[config.mk]
export PLATFORM = sky130hd
export DESIGN_NAME = fc_mac_unit
export DESIGN_NICKNAME = d
export VERILOG_FILES = /design/src/rtl/fc_pkg.sv /design/src/rtl/fc_mac_unit.sv
export SDC_FILE = /design/constraint.sdc
export NUM_CORES = 1
export LEC_CHECK = 0
export BUFFER_PORTS_ARGS = -buffer_cell sky130_fd_sc_hd__buf_2
export CORE_UTILIZATION = 55
export DETAILED_ROUTE_END_ITERATION = 6
export PLACE_DENSITY = 0.81
export SETUP_SLACK_MARGIN = 0.5
export SLEW_MARGIN = 5
export SYNTH_ARGS = -nofsm -noshare
export SYNTH_HDL_FRONTEND = slang
export SYNTH_SLANG_ARGS = --single-unit
[constraint.sdc]
create_clock -name clk -period 17.7 [get_ports clk]
set_input_delay 1.77 -clock clk [delete_from_list [all_inputs] [get_ports clk]]
set_output_delay 1.77 -clock clk [all_outputs]
set_load 0.03 [all_outputs]
[src/rtl/fc_pkg.sv]
// ----------------------------------------------------------
// shared definitions for the fully connected engine
// data and address words, memory map, layer sizes,
// fixed-point shift and the phase encoding
// ----------------------------------------------------------
package fc_pkg;

  localparam int DATA_W = 32;
  localparam int ADDR_W = 18;

  typedef logic signed [DATA_W-1:0] data_t;
  typedef logic        [ADDR_W-1:0] addr_t;
  typedef logic        [8:0]        idx_t;    // buffer entry / counter index

  localparam int FRAC_BITS = 16;              // q16 product scaling

  // external memory map
  localparam int WT_BASE_L1 = 0;
  localparam int BS_BASE_L1 = 48000;
  localparam int WT_BASE_L2 = 50000;
  localparam int BS_BASE_L2 = 51200;
  localparam int IFMAP_BASE = 65536;
  localparam int OFMAP_BASE = 131072;

  // input feature map, stored with x in the low field
  localparam int IFMAP_W = 5;
  localparam int IFMAP_H = 5;
  localparam int IFMAP_D = 16;
  localparam int IFMAP_X_BITS = 5;
  localparam int IFMAP_Y_BITS = 5;
  localparam int IFMAP_Z_BITS = 4;

  localparam int IN_L1 = IFMAP_W * IFMAP_H * IFMAP_D;
  localparam int N_L1  = 120;
  localparam int IN_L2 = N_L1;
  localparam int N_L2  = 10;

  typedef enum logic [2:0] {
    ST_IDLE,
    ST_LD_IFMAP,
    ST_MAC_L1,     // one weight per cycle
    ST_BIAS_L1,
    ST_MAC_L2,
    ST_BIAS_L2,
    ST_DONE
  } fc_state_t;

endpackage

[src/rtl/fc_mac_unit.sv]
`timescale 1ns/10ps
// ----------------------------------------------------------
// neuron unit for one layer
// weight/bias capture, q16 multiply-accumulate,
// bias add and relu on the finished sum
// ----------------------------------------------------------
module fc_mac_unit import fc_pkg::*; (
  input  logic  clk,
  input  logic  srstn,
  input  logic  ld_wt,
  input  logic  ld_bs,
  input  data_t data_in,
  input  data_t pixel,
  output data_t result,
  output logic  result_valid
);

  data_t wt;
  data_t bs;
  data_t acc;
  data_t prod;
  data_t prod_sh;
  data_t acc_bs;
  logic  prod_valid;
  logic  bs_valid;

  always_ff @(posedge clk) begin
    if (ld_wt) begin
      wt <= data_in;
    end
    if (ld_bs) begin
      bs <= data_in;
    end
  end

  always_ff @(posedge clk) begin
    if (!srstn) begin
      prod_valid <= 1'b0;
      bs_valid   <= 1'b0;
    end else begin
      prod_valid <= ld_wt;   // weight and pixel line up one cycle later
      bs_valid   <= ld_bs;
    end
  end

  assign prod    = wt * pixel;             // low 32 bits only
  assign prod_sh = prod >>> FRAC_BITS;

  always_ff @(posedge clk) begin
    if (!srstn) begin
      acc <= '0;
    end else if (bs_valid) begin
      acc <= '0;                           // sum consumed, next neuron
    end else if (prod_valid) begin
      acc <= acc + prod_sh;
    end
  end

  assign acc_bs       = acc + bs;
  assign result       = acc_bs[DATA_W-1] ? '0 : acc_bs;
  assign result_valid = bs_valid;

endmodule

Word level (Yosys, flattened, before mapping)
Cells that the tools add are included.
{"block": "classes", "bitwise_logic": 1, "n_mul": 1, "reduce_logical": 1, "add_sub_neg": 2, "n_mux": 1}
{"op": "adder 32 x 16 -> 32 bit", "n": 1}
{"op": "adder 32 bit", "n": 1}
{"op": "multiplier 32 x 32 -> 32 bit", "n": 1}
{"op": "2-to-1 mux 31 bit", "n": 1}
{"op": "OR reduction 2 bit", "n": 1}
{"op": "inverter 1 bit", "n": 1}
{"block": "word_totals", "register_bits": 98, "inputBits": 68, "elab_cells": 11, "output_inout_bits": 33}

Depth between registers and ports, before layout
{"block": "depth", "ltp_word": 2, "depth_mapped": 41, "depth_no_buf": 39}

Worst setup path after synthesis
OpenSTA, ideal clock, no wires.
{"block": "synth_path", "kind": "input-to-reg", "from": "input pixel[2]", "to": "register acc[31]", "setup_slack_ps": 6389, "arrival_ps": 11240, "setup_time_ps": 71, "required_ps": 17629, "path_stages": 37, "path_buffers": 2, "path_cell_list": "clkbuf_1 > clkbuf_1 > nand2_1 > fa_1 > inv_1 > fa_1 > fa_1 > inv_1 > fa_1 > fa_1 > inv_1 > ha_1 > inv_1 > fa_1 > fa_1 > inv_1 > ha_1 > a21o_1 > a21oi_1 > o31ai_4 > a2111o_1 > a31oi_2 > o21a_1 > o21a_1 > xor2_1 > ha_1 > a21oi_1 > o21ai_0 > or3_1 > nor3b_1 > o41ai_2 > a21oi_2 > a21oi_2 > a211oi_1 > xor3_1 > or3_1 > a21oi_1"}
{"block": "synth_between", "elab_chain_len": 2}
{"item": "from (decl)", "line_no": "fc_mac_unit.sv:13", "text": "input data_t pixel,"}
{"item": "multiplier 32 x 32 -> 32 bit", "line_no": "fc_mac_unit.sv:46", "text": "assign prod = wt * pixel;"}
{"item": "adder 32 x 16 -> 32 bit", "line_no": "fc_mac_unit.sv:55", "text": "acc <= acc + prod_sh;"}
{"item": "to (signal assigned)", "line_no": "fc_mac_unit.sv:55"}
{"item": "to (decl)", "line_no": "fc_mac_unit.sv:20", "text": "data_t acc;"}
No other way between the ends.
A chain may end at the register's enable or synchronous reset.

Worst setup path in the final report
{"block": "layout_path", "from": "input pixel[3]", "to": "register acc[30]"}
Same word-level chain as after synthesis.

==> run metrics <==
number of routed nets with antenna violations=0; Synth Net Count=3,019; initial antenna violation count=3; worst clock skew on the final layout=11.6 ps; unrepaired setup endpoints after global routing=no; routability-driven placement congestion ratio=~0.92; iteration-0 DRC count of the detailed router=1,003; number of top-level pins=101; worst setup path startpoint=pixel[3]; area share of the largest cell type after synthesis=~38%; largest net degree at the start of global routing=34; worst hold start=acc[15]$_SDFFE_PP0P_; number of iterations in the first detailed-routing pass=5; Worst Max-Slew Pin Slew=between 1000 and 1500 ps; DIE AREA=40,400 sq um; cell repeated most along the worst path=sky130_fd_sc_hd__fa_1; reported max-cap violation count=0; number of sinks on the clock net=98; area growth from synthesis to final layout=5.37%; Required @ worst endpoint=roughly 18,000 ps; count of vias placed by the detailed router=16,000; CTS clock-pin slew for the worst setup and hold paths=about 70 ps; Total Negative Setup Slacks=0 ps; class of the most critical hold timing path=reg2reg; drc violations=0; fin crit period=around 11,000 ps; number of enable flip-flop cells after synthesis=64; Main synth FF type=sky130_fd_sc_hd__edfxtp_1; origin of the critical flop-to-flop path=wt[7]$_DFFE_PP_; startpoint type of the worst setup path=primary input; global-route wire length before repair=86,300 um; critical path's top delay family=adder cells; # Post-CTS Setup Buffers=0; number of hold violations in the final report=0; critical path endpoint category=register; most frequent cell after synthesis=sky130_fd_sc_hd__inv_1; synthesized area per cell=between 9 and 10 sq um; peak clock frequency supported by timing=0.0887 GHz; post-placement setup slack=6110 ps; aggregate global routing overflow=0; number of nets in the layout=slightly above 3,000; flip-flop and latch count after synthesis=between 90 and 100; Seq/Total Area, Yosys=11.9%; Port-buffer cells=a little under 100; total standard cell area after synthesis=21,800 sq um; clock insertion delay at the later pin of the skew report=around 350 ps; proportion of synthesized flip-flops having asynchronous set or reset=0%; clock tree root driver cell=sky130_fd_sc_hd__clkbuf_16; Die Ht=201 um; period utilisation layout=63.7%; critical path's slowest cell=sky130_fd_sc_hd__fa_1; most used standard cells in the synthesized netlist=sky130_fd_sc_hd__inv_1 (439), sky130_fd_sc_hd__fa_1 (409), sky130_fd_sc_hd__and2_1 (324); smallest setup slack after layout=around 6400 ps; hold buffer count at cts=0; number of pins exceeding their max-slew limit in the final report=0; worst max-slew margin expressed relative to the limit=29.1%; clock buffers created by TritonCTS=9; total of cells resized after clock tree synthesis=0; biggest area contributors in the synthesized netlist=sky130_fd_sc_hd__fa_1 (38%), sky130_fd_sc_hd__ha_1 (12%), sky130_fd_sc_hd__and2_1 (9.3%); share of layout cells above drive strength 1=5.76%; distinct cell type count of the synthesized netlist=59; crit-path max cell delay=550 ps; final number of setup-violating endpoints=0; buffers from clock root to sink, at most=2; overall fraction of global-route tracks in use=26.8%; number of levels in the clock H-tree=3; wire length per cell after detailed routing=18.1 um; effective utilization at floorplan=56.0%; run status=finished, final reports clean; via count of the first global-routing pass=17,600; critical path fanouts, max=29; warnings from Yosys=0; std cell rows=just over 70; Via-to-Cell Ratio=5.56; Crit path buffers/inverters=6; Syn Inst Count=roughly 2,300; post-synthesis cell type with the largest combined area=sky130_fd_sc_hd__fa_1; Core Region=about 39,000 sq um; Detailed Place HPWL=42,500 um; type of the worst setup path=in2reg; clock tree from TritonCTS=yes; Die Wd=between 200 and 250 um; arrival time of data at the critical path endpoint=between 10,000 and 15,000 ps; post-detailed-routing wire length=52,100 um
## layout make-up
type / instances / area [sq um]
clock buffers: 9 / 225
repair buffers: 111 / 586
clock inverters: 7 / 70.1
inverters: 440 / 1650
well taps: 518 / 648
multi-input cells: 1695 / 17200
diodes: 4 / 10.0
fillers: 3231 / 15900
flip-flops and latches: 98 / 2600
## per-stage QoR
stage | cells | util [%] | hold WS (ps) | instance area (sq um)
after global routing | 2881 | 59.0 | 543 | 23000
after detailed placement | 2862 | 58.2 | 505 | 22700
after CTS | 2878 | 59.0 | 514 | 23000
after floorplan | 2332 | - | 462 | 21800
final | 2882 | 59.0 | 514 | 23000
after global placement | 2862 | 58.2 | 496 | 22700
## sequential cells by signal, summed over array words and instances, names as in the netlist
signal / count
acc: 32
bs: 32
wt: 32
prod_valid: 1
result_valid: 1
## cells in the final DEF, fill, tap and decap left out, types with 23 or more instances in the layout
cell type / instances
sky130_fd_sc_hd__dfxtp_1: 34
sky130_fd_sc_hd__o21ai_0: 38
sky130_fd_sc_hd__inv_1: 439
sky130_fd_sc_hd__a21oi_1: 57
sky130_fd_sc_hd__nor2_1: 90
sky130_fd_sc_hd__xnor2_1: 95
sky130_fd_sc_hd__fa_1: 409
sky130_fd_sc_hd__a21o_1: 24
sky130_fd_sc_hd__and2_1: 324
sky130_fd_sc_hd__mux2i_1: 23
sky130_fd_sc_hd__nand2_1: 240
sky130_fd_sc_hd__buf_2: 99
sky130_fd_sc_hd__xor2_1: 23
sky130_fd_sc_hd__edfxtp_1: 64
sky130_fd_sc_hd__ha_1: 210
## per-layer routing
layer	track usage, %	vias up	share of wire (%)
li1	-	7166	-
met1	31.6	8105	37
met3	2.75	173	5.1
met5	0	-	0
met4	13.6	0	5.2
met2	48.4	576	53
## worst reg2reg max path, delay by kind of cell (launching register included)
family / cells / cell delay [ps]
buffers and inverters: 5 / 430
AO/OA/AOI/OAI: 17 / 4100
adder cells (fa/ha/maj): 10 / 4100
AND/OR/NAND/NOR: 2 / 440
XOR/XNOR: 2 / 310
flip-flops: 1 / 1040
## final timing paths
kind	end	slack (ps)	cells past startpoint
max	acc[30]$_SDFFE_PP0P_	6430	37
min	acc[15]$_SDFFE_PP0P_	510	2
max reg2reg	acc[30]$_SDFFE_PP0P_	7170	36
min reg2reg	acc[15]$_SDFFE_PP0P_	510	2
## kinds of logic (layout without fill, tap and decap cells)
kind of cell	count (synthesis)	in the layout	synth area share, %
xor gates and xnor gates	120	120	4.89
buffers and inverters	539	567	9.30
DFF	98	98	11.9
and+or+nand+nor	733	733	17.2
other	1	5	0.0172
AOI/OAI and AO/OA	199	199	6.05
adders and majority gates	619	619	49.6
muxes	23	23	1.06
Power is not shown: default switching activity piles up to over one toggle a cycle in this logic, so the estimate is an artifact.
