### config.mk
export PLATFORM = sky130hd
export DESIGN_NAME = fc_ctrl
export DESIGN_NICKNAME = d
export VERILOG_FILES = /design/src/rtl/fc_pkg.sv /design/src/rtl/fc_ctrl.sv
export SDC_FILE = /design/constraint.sdc
export NUM_CORES = 1
export LEC_CHECK = 0
export BUFFER_PORTS_ARGS = -buffer_cell sky130_fd_sc_hd__buf_2
export CORE_UTILIZATION = 35
export CTS_CLUSTER_DIAMETER = 40
export DETAILED_ROUTE_END_ITERATION = 12
export PLACE_DENSITY = 0.63
export SLEW_MARGIN = 10
export SYNTH_ARGS = -nofsm -noshare
export SYNTH_HDL_FRONTEND = slang
export SYNTH_SLANG_ARGS = --single-unit
### constraint.sdc
create_clock -name clk -period 5.2 [get_ports clk]
set_clock_uncertainty 0.2 [all_clocks]
set_input_delay 0.52 -clock clk [delete_from_list [all_inputs] [get_ports clk]]
set_output_delay 0.52 -clock clk [all_outputs]
set_load 0.03 [all_outputs]
### src/rtl/fc_pkg.sv
// ----------------------------------------------------------
// shared definitions for the fully connected engine
// data and address words, memory map, layer sizes,
// fixed-point shift and the phase encoding
// ----------------------------------------------------------
package fc_pkg;

  localparam int DATA_W = 32;
  localparam int ADDR_W = 18;

  typedef logic signed [DATA_W-1:0] data_t;
  typedef logic        [ADDR_W-1:0] addr_t;
  typedef logic        [8:0]        idx_t;    // buffer entry / counter index

  localparam int FRAC_BITS = 16;              // q16 product scaling

  // external memory map
  localparam int WT_BASE_L1 = 0;
  localparam int BS_BASE_L1 = 48000;
  localparam int WT_BASE_L2 = 50000;
  localparam int BS_BASE_L2 = 51200;
  localparam int IFMAP_BASE = 65536;
  localparam int OFMAP_BASE = 131072;

  // input feature map, stored with x in the low field
  localparam int IFMAP_W = 5;
  localparam int IFMAP_H = 5;
  localparam int IFMAP_D = 16;
  localparam int IFMAP_X_BITS = 5;
  localparam int IFMAP_Y_BITS = 5;
  localparam int IFMAP_Z_BITS = 4;

  localparam int IN_L1 = IFMAP_W * IFMAP_H * IFMAP_D;
  localparam int N_L1  = 120;
  localparam int IN_L2 = N_L1;
  localparam int N_L2  = 10;

  typedef enum logic [2:0] {
    ST_IDLE,
    ST_LD_IFMAP,
    ST_MAC_L1,     // one weight per cycle
    ST_BIAS_L1,
    ST_MAC_L2,
    ST_BIAS_L2,
    ST_DONE
  } fc_state_t;

endpackage

### src/rtl/fc_ctrl.sv
`timescale 1ns/10ps
// ----------------------------------------------------------
// controller for the fully connected engine
// phase FSM, map load and weight/bias counters,
// read and write address generation, delayed load enables
// ----------------------------------------------------------
module fc_ctrl import fc_pkg::*; (
  input  logic  clk,
  input  logic  srstn,
  input  logic  enable,
  output addr_t addr_in,
  output addr_t addr_out,
  output logic  dram_en_rd,
  output logic  done,
  output logic  ld_ifmap,
  output logic  ld_wt_l1,
  output logic  ld_bs_l1,
  output logic  ld_wt_l2,
  output logic  ld_bs_l2,
  output idx_t  pix_idx_l1,
  output idx_t  pix_idx_l2
);

  fc_state_t state, state_nx;

  logic [IFMAP_X_BITS-1:0] cnt_x;
  logic [IFMAP_Y_BITS-1:0] cnt_y;
  logic [IFMAP_Z_BITS-1:0] cnt_z;
  idx_t cnt_wt1, cnt_bs1;
  idx_t cnt_wt2, cnt_bs2;
  idx_t cnt_bs2_d1, cnt_bs2_d2;

  logic x_last, y_last, z_last, ifmap_last;
  logic wt1_last, bs1_last, wt2_last, bs2_last;

  assign x_last     = (cnt_x == IFMAP_X_BITS'(IFMAP_W - 1));
  assign y_last     = (cnt_y == IFMAP_Y_BITS'(IFMAP_H - 1));
  assign z_last     = (cnt_z == IFMAP_Z_BITS'(IFMAP_D - 1));
  assign ifmap_last = x_last & y_last & z_last;
  assign wt1_last   = (cnt_wt1 == idx_t'(IN_L1 - 1));
  assign bs1_last   = (cnt_bs1 == idx_t'(N_L1 - 1));
  assign wt2_last   = (cnt_wt2 == idx_t'(IN_L2 - 1));
  assign bs2_last   = (cnt_bs2 == idx_t'(N_L2 - 1));

  always_ff @(posedge clk) begin
    if (!srstn) begin
      state <= ST_IDLE;
    end else begin
      state <= state_nx;
    end
  end

  always_comb begin
    case (state)
      ST_IDLE:     state_nx = enable ? ST_LD_IFMAP : ST_IDLE;
      ST_LD_IFMAP: state_nx = ifmap_last ? ST_MAC_L1 : ST_LD_IFMAP;
      ST_MAC_L1:   state_nx = wt1_last ? ST_BIAS_L1 : ST_MAC_L1;
      ST_BIAS_L1:  state_nx = bs1_last ? ST_MAC_L2 : ST_MAC_L1;
      ST_MAC_L2:   state_nx = wt2_last ? ST_BIAS_L2 : ST_MAC_L2;
      ST_BIAS_L2:  state_nx = bs2_last ? ST_DONE : ST_MAC_L2;
      default:     state_nx = ST_IDLE;       // done lasts one cycle
    endcase
  end

  assign done       = (state == ST_DONE);
  assign dram_en_rd = (state != ST_IDLE);

  // map position counters, all wrap back to zero after the last word
  always_ff @(posedge clk) begin
    if (!srstn) begin
      cnt_x <= '0;
      cnt_y <= '0;
      cnt_z <= '0;
    end else if (state == ST_LD_IFMAP) begin
      cnt_x <= x_last ? '0 : cnt_x + 1'b1;
      if (x_last) begin
        cnt_y <= y_last ? '0 : cnt_y + 1'b1;
      end
      if (x_last && y_last) begin
        cnt_z <= z_last ? '0 : cnt_z + 1'b1;
      end
    end
  end

  always_ff @(posedge clk) begin
    if (!srstn) begin
      cnt_wt1 <= '0;
      cnt_bs1 <= '0;
      cnt_wt2 <= '0;
      cnt_bs2 <= '0;
    end else begin
      if (state == ST_MAC_L1) begin
        cnt_wt1 <= wt1_last ? '0 : cnt_wt1 + 1'b1;
      end
      if (state == ST_BIAS_L1) begin
        cnt_bs1 <= bs1_last ? '0 : cnt_bs1 + 1'b1;   // neuron index, layer one
      end
      if (state == ST_MAC_L2) begin
        cnt_wt2 <= wt2_last ? '0 : cnt_wt2 + 1'b1;
      end
      if (state == ST_BIAS_L2) begin
        cnt_bs2 <= bs2_last ? '0 : cnt_bs2 + 1'b1;
      end
    end
  end

  always_comb begin
    case (state)
      ST_LD_IFMAP: addr_in = addr_t'(IFMAP_BASE) + addr_t'({cnt_z, cnt_y, cnt_x});
      ST_MAC_L1:   addr_in = addr_t'(WT_BASE_L1) + addr_t'(cnt_bs1) * addr_t'(IN_L1)
                             + addr_t'(cnt_wt1);
      ST_BIAS_L1:  addr_in = addr_t'(BS_BASE_L1) + addr_t'(cnt_bs1);
      ST_MAC_L2:   addr_in = addr_t'(WT_BASE_L2) + addr_t'(cnt_bs2) * addr_t'(IN_L2)
                             + addr_t'(cnt_wt2);
      ST_BIAS_L2:  addr_in = addr_t'(BS_BASE_L2) + addr_t'(cnt_bs2);
      default:     addr_in = '0;
    endcase
  end

  // memory answers one cycle after the address, so loads trail the phase
  always_ff @(posedge clk) begin
    if (!srstn) begin
      ld_ifmap   <= 1'b0;
      ld_wt_l1   <= 1'b0;
      ld_bs_l1   <= 1'b0;
      ld_wt_l2   <= 1'b0;
      ld_bs_l2   <= 1'b0;
      pix_idx_l1 <= '0;
      pix_idx_l2 <= '0;
      cnt_bs2_d1 <= '0;
      cnt_bs2_d2 <= '0;
    end else begin
      ld_ifmap   <= (state == ST_LD_IFMAP);
      ld_wt_l1   <= (state == ST_MAC_L1);
      ld_bs_l1   <= (state == ST_BIAS_L1);
      ld_wt_l2   <= (state == ST_MAC_L2);
      ld_bs_l2   <= (state == ST_BIAS_L2);
      pix_idx_l1 <= cnt_wt1;
      pix_idx_l2 <= cnt_wt2;
      cnt_bs2_d1 <= cnt_bs2;
      cnt_bs2_d2 <= cnt_bs2_d1;   // lines up with the layer-two result
    end
  end

  assign addr_out = addr_t'(OFMAP_BASE) + addr_t'(cnt_bs2_d2);

endmodule

Yosys cells after proc, flatten, opt, wreduce, memory -nomap -nowiden
Cells that the tools add are included.
W data, S select, Z words.
{ "op_classes": {"addsub": 14, "shifts": 0, "n_reduce_logical": 5, "n_eq_ne": 13, "mux": 15, "div_mod_pow": 0, "bitwise": 2, "multipliers": 2, "n_lt_le_gt_ge": 0} }
{ "ops": {"columns": ["op", "n"], "rows": [
  ["$pmux W18 S5", 1],
  ["$add A9 B1 Y9 const B", 4],
  ["$mux W9", 4],
  ["$add A16 B9 Y17 const A", 2],
  ["$add A17 B14 Y18 const A", 1],
  ["$add A17 B9 Y18", 1],
  ["$add A18 B9 Y18", 1],
  ["$add A18 B9 Y18 const A", 1],
  ["$eq A9 B7 Y1 const B", 2],
  ["$pmux W3 S6", 1],
  ["$add A16 B16 Y17 const A", 1],
  ["$mul A9 B5 Y14 const B", 1],
  ["$mul A9 B4 Y13 const B", 1],
  ["$add A5 B1 Y5 const B", 2],
  ["$eq A5 B3 Y1 const B", 2],
  ["$mux W5", 2],
  ["$eq A3 B3 Y1 const B", 3],
  ["$eq A9 B4 Y1 const B", 1],
  ["$eq A9 B9 Y1 const B", 1],
  ["$eq A3 B2 Y1 const B", 2],
  ["$add A4 B1 Y4 const B", 1],
  ["$eq A4 B4 Y1 const B", 1],
  ["$mux W2", 2],
  ["$mux W4", 1],
  ["8 further kinds", 12]
]} }
{ "word_totals": {"inputBits": 3, "word_cells": 68, "out_inout_bits": 61, "latch_bits": 0, "reg_bits": 94, "ram_bits": 0, "mem_bits_ro": 0, "memories": 0} }

Logic depth before layout (Yosys ltp)
{ "logic_depth": {"word_depth": 5, "ltp_mapped": 18, "mapped_depth_nobuf": 18} }

Worst setup path before layout
OpenSTA, ideal clock, no wires.
{ "synth_path": {"kind": "reg-to-output", "startpoint": "register cnt_bs2[3]", "endpoint": "output port addr_in[11]", "arrival_time_ns": 4.315, "setup_slack_ns": 0.165, "path_stages_with_launch": 15, "t_required_ns": 4.480, "n_path_buf": 0, "path_cell_list": "dfxtp_1 inv_1 fa_1 fa_1 inv_1 ha_1 xor2_1 ha_1 ha_1 inv_1 o21bai_1 a2111o_1 nand3_1 nand3b_1 a221oi_1"} }
{ "synth_via": {"elab_chain_len": 4, "elab_cells_between_ends": 5, "classes_between": "add/sub (3); mul (1); mux (1)"} }
{ "synth_lines": {"columns": ["item", "line", "text"], "rows": [
  ["start: declaration", "fc_ctrl.sv:30", "idx_t cnt_wt2, cnt_bs2;"],
  ["start signal: assignment", "fc_ctrl.sv:102", "cnt_bs2 <= bs2_last ? '0 : cnt_bs2 + 1'b1;"],
  ["$mul A9 B4 Y13", "fc_ctrl.sv:113", "ST_MAC_L2: addr_in = addr_t'(WT_BASE_L2) + addr_t'(cnt_bs2) * addr_t'(IN_L2)"],
  ["$add A16 B16 Y17", "fc_ctrl.sv:113", null],
  ["$add A17 B9 Y18", "fc_ctrl.sv:114", "+ addr_t'(cnt_wt2);"],
  ["$pmux W18 S5 *", "fc_ctrl.sv:108", "case (state)"],
  ["end: declaration", "fc_ctrl.sv:11", "output addr_t addr_in,"]
]} }
Mark *: on every way between the ends. The rest lies on a longest branch, timed or not.

Final worst setup path
{ "layout_path": {"startpoint": "register cnt_bs2[2]", "endpoint": "output port addr_in[15]"} }
The elaborated chain is that of the path after synthesis.

==> results.yml <==
clock_network:
  ctsRootBufferMaster: "clkbuf_16"
  cts_made_buffers: 9
  cts.path.max_buffers: 2
  clock-sinks: 94
  clk_latency_ps: 350
  cts_tree: "done"
  cts_hold_buf: 0
  htree_num_levels: 3
  clkTransAtPathRegs_ps: 60
die:
  die_area_um2: 20290
  boundaryPins: 64
  fp.dieH_um: 142.5
  core_um2: 19400
  die_w_um: 142.5
  start_util_pct: 35.59
  std_cell_rows: 51
sta:
  maxSlewViolCount: 0
  rsz0062_at_grt: "yes"
  maxSlewHeadroom_pct: 40.02
  worst_slack_ps: 38.75
  setup_viol: 0
  post-route-min-period_ps: 5161
  hold_viol: 0
  post-route-period-util_pct: 99.25
  max_slew.worst_pin.slew_ps: 899.7
  timing.setup.tns_ps: 0
  max_clock_freq_mhz: 193.8
power_and_ir_drop:
  powerDensity_nw_per_um2: 180.9
  p_leak_nw: 3.706
  peakVddDrop_uv: 161.0
  total_power_mw: 1.462
global_route:
  grt_remaining_overflow: 0
  grt_max_degree: 64
  gr-usage-all-layers_pct: 16.19
  grt_pass1_vias: 5073
  grt_pass1_wl_um: 25900
  antenna_found_initial: 0
synthesis:
  synth_top_area_cell: "dfxtp_1"
  synthCells: 787
  synth_edf_count: 0
  synth_cell_types: 79
  async_flop_share_pct: 0
  synth_area_um2: 6904
  ys_ff_latch: 94
  synthDominantCellAreaShare_pct: 27.26
  yosys-top-cells-area: "dfxtp_1 27%, ha_1 16%, fa_1 6.1%, xnor2_1 4.7%, and2_1 4.3%"
  ys_top_cells_by_count: "94 x dfxtp_1, 88 x ha_1, 68 x nor2_1, 66 x inv_1, 51 x nand2_1"
  synth_warnings: 0
  syn-mean-instance-area_um2: 8.773
  ys_seq_area_share_pct: 27.26
  ys.flop_type: "dfxtp_1"
  yosysMostFrequentCell: "dfxtp_1"
detailed_routing:
  remaining_drc_errors: 0
  routed_wl_um: 15860
  ant_nets: 0
  dr.pass1.iters: 5
  drt-initial-drc-count: 233
  post_drt_wl_per_cell_um: 14.16
  vias: 5477
  routed_via_density: 4.890
critical_path:
  cp.required_ps: 4480
  crit_type: "reg -> out"
  arrival_ps: 4440
  cp_cell_sequence: "fa_2 -> fa_1 -> ha_1 -> a21o_1 -> buf_6 -> a211oi_4 -> nor2_4 -> or4b_4 -> o211a_4 -> ha_4 -> or3_1 -> nor4_2 -> a211oi_2 -> buf_4"
  worstPathMaxFanout: 5
  start_kind: "flop"
  path_delay_family: "adder cells"
  max_stage_delay_ps: 540
  slowest_stage: "fa_1"
  crit_buf_inv: 2
  critPathCaptureType: "output port"
hold_path:
  holdCritPathClass: "reg -> reg"
final_layout:
  drive_gt1_share_pct: 17.31
  nets: 962
  fin_area_um2: 8082
  area_delta_synth_final_pct: 17.05
  antenna_cells: 0
  fin_cells: 1120
  fillers: 1955
placed_design:
  gp_congestion: 0.8528
  place_area_um2: 7500
  port-buffer-count: 54
  dp_hpwl_um: 12150
  pre_cts_ws_ps: 134.7
  post-place-cells: 1098
outcome:
  status: "finished clean"
flow_run:
  max_cap_viol_count: 0
==> power breakdown <==
part | internal, mW | switching (mW) | leakage, nW | total, mW
clock | 0.391 | 0.288 | 0.151 | 0.680
sequential | 0.721 | 0.00199 | 0.760 | 0.723
combinational | 0.0150 | 0.0437 | 2.80 | 0.0587
==> metrics by stage <==
step | hold slack [ps] | util (%)
global placement | 214.9 | 38.66
CTS | 234.8 | 40.36
finish | 230.9 | 41.66
floorplan | 211.9 | -
detailed placement | 218.1 | 38.66
global route | 249.1 | 41.66
==> metal layers <==
layer | share of wire, % | wire length (µm) | global-route usage (%) | up-vias
met4 | 1.5 | 243 | 4.301 | 0
met2 | 43 | 6837 | 24.10 | 109
met5 | 0 | 0 | 0 | -
li1 | - | - | - | 2811
met3 | 4.3 | 680 | 3.129 | 16
met1 | 51 | 8097 | 23.58 | 2541
==> worst paths after layout <==
check                                 from                       end  slack [ps]  depth (start not counted)
setup / recovery   cnt_bs2[2]$_SDFFE_PN0P_               addr_in[15]          40                         14
hold / removal    cnt_bs2_d1[3]$_SDFF_PN0_  cnt_bs2_d2[3]$_SDFF_PN0_         230                          1
setup reg to reg       state[1]$_SDFF_PN0_   cnt_bs1[8]$_SDFFE_PN0P_        2300                          6
hold reg to reg   cnt_bs2_d1[3]$_SDFF_PN0_  cnt_bs2_d2[3]$_SDFF_PN0_         230                          1
==> cells by family (layout without fill, tap and decap cells) <==
logic type	Yosys count	in the layout	synth area share [%]
AO/OA/AOI/OAI	132	132	13.76
other	2	9	0.1088
AND/OR/NAND/NOR	276	276	20.82
multiplexers	12	12	1.758
adder cells (fa/ha/maj)	109	109	22.04
buffers and inverters	98	159	5.926
flip-flops	94	94	27.26
XOR/XNOR	64	64	8.336
==> final cells by class <==
class	count	area (µm²)	area share, %
multi-input cells	602	4841	59.90
clock inverters	5	65.06	0.8051
repair buffers	76	455.4	5.636
well taps	265	331.6	4.103
flip-flops and latches	94	1889	23.38
clock buffers	11	242.7	3.004
inverters	67	256.5	3.174
==> state kept, by name, indices dropped and copies added (netlist names) <==
signal / count
ld_wt_l2: 1
ld_bs_l2: 1
ld_bs_l1: 1
cnt_bs2_d1: 9
ld_ifmap: 1
cnt_wt1: 9
cnt_x: 5
cnt_z: 4
state: 3
cnt_bs1: 9
cnt_wt2: 9
cnt_bs2_d2: 9
ld_wt_l1: 1
pix_idx_l1: 9
pix_idx_l2: 9
cnt_y: 5
cnt_bs2: 9
==> layout by cell type (no fill, tap or decap), drive strengths merged, types with 4 or more instances in the layout <==
| cell | instances |
|---|---|
| inv | 68 |
| dfxtp | 94 |
| a21oi | 26 |
| and3 | 10 |
| a21o | 10 |
| nand3b | 4 |
| clkbuf | 11 |
| nand3 | 17 |
| xnor2 | 39 |
| or3 | 5 |
| nand2b | 10 |
| mux2i | 11 |
| conb | 9 |
| nor2b | 11 |
| xor2 | 25 |
| a22oi | 4 |
| o22ai | 4 |
| a221o | 5 |
| nand2 | 51 |
| nor3 | 17 |
| a31oi | 4 |
| o21a | 5 |
| fa | 21 |
| a21boi | 5 |
| or2 | 5 |
| buf | 76 |
| nand4 | 15 |
| ha | 88 |
| nor2 | 68 |
| and2 | 48 |
| o211a | 4 |
| o21ai | 27 |
==> repair_timing <==
item / in CTS / in global routing
setup buffers: 0 / 8
gates cloned: 0 / 0
gates resized for setup: 6 / 51
pin swaps: 0 / 28
endpoints found under the hold margin: 0 / 0
setup endpoints to repair: 5 / 7
(Power assumes the default switching activity.)
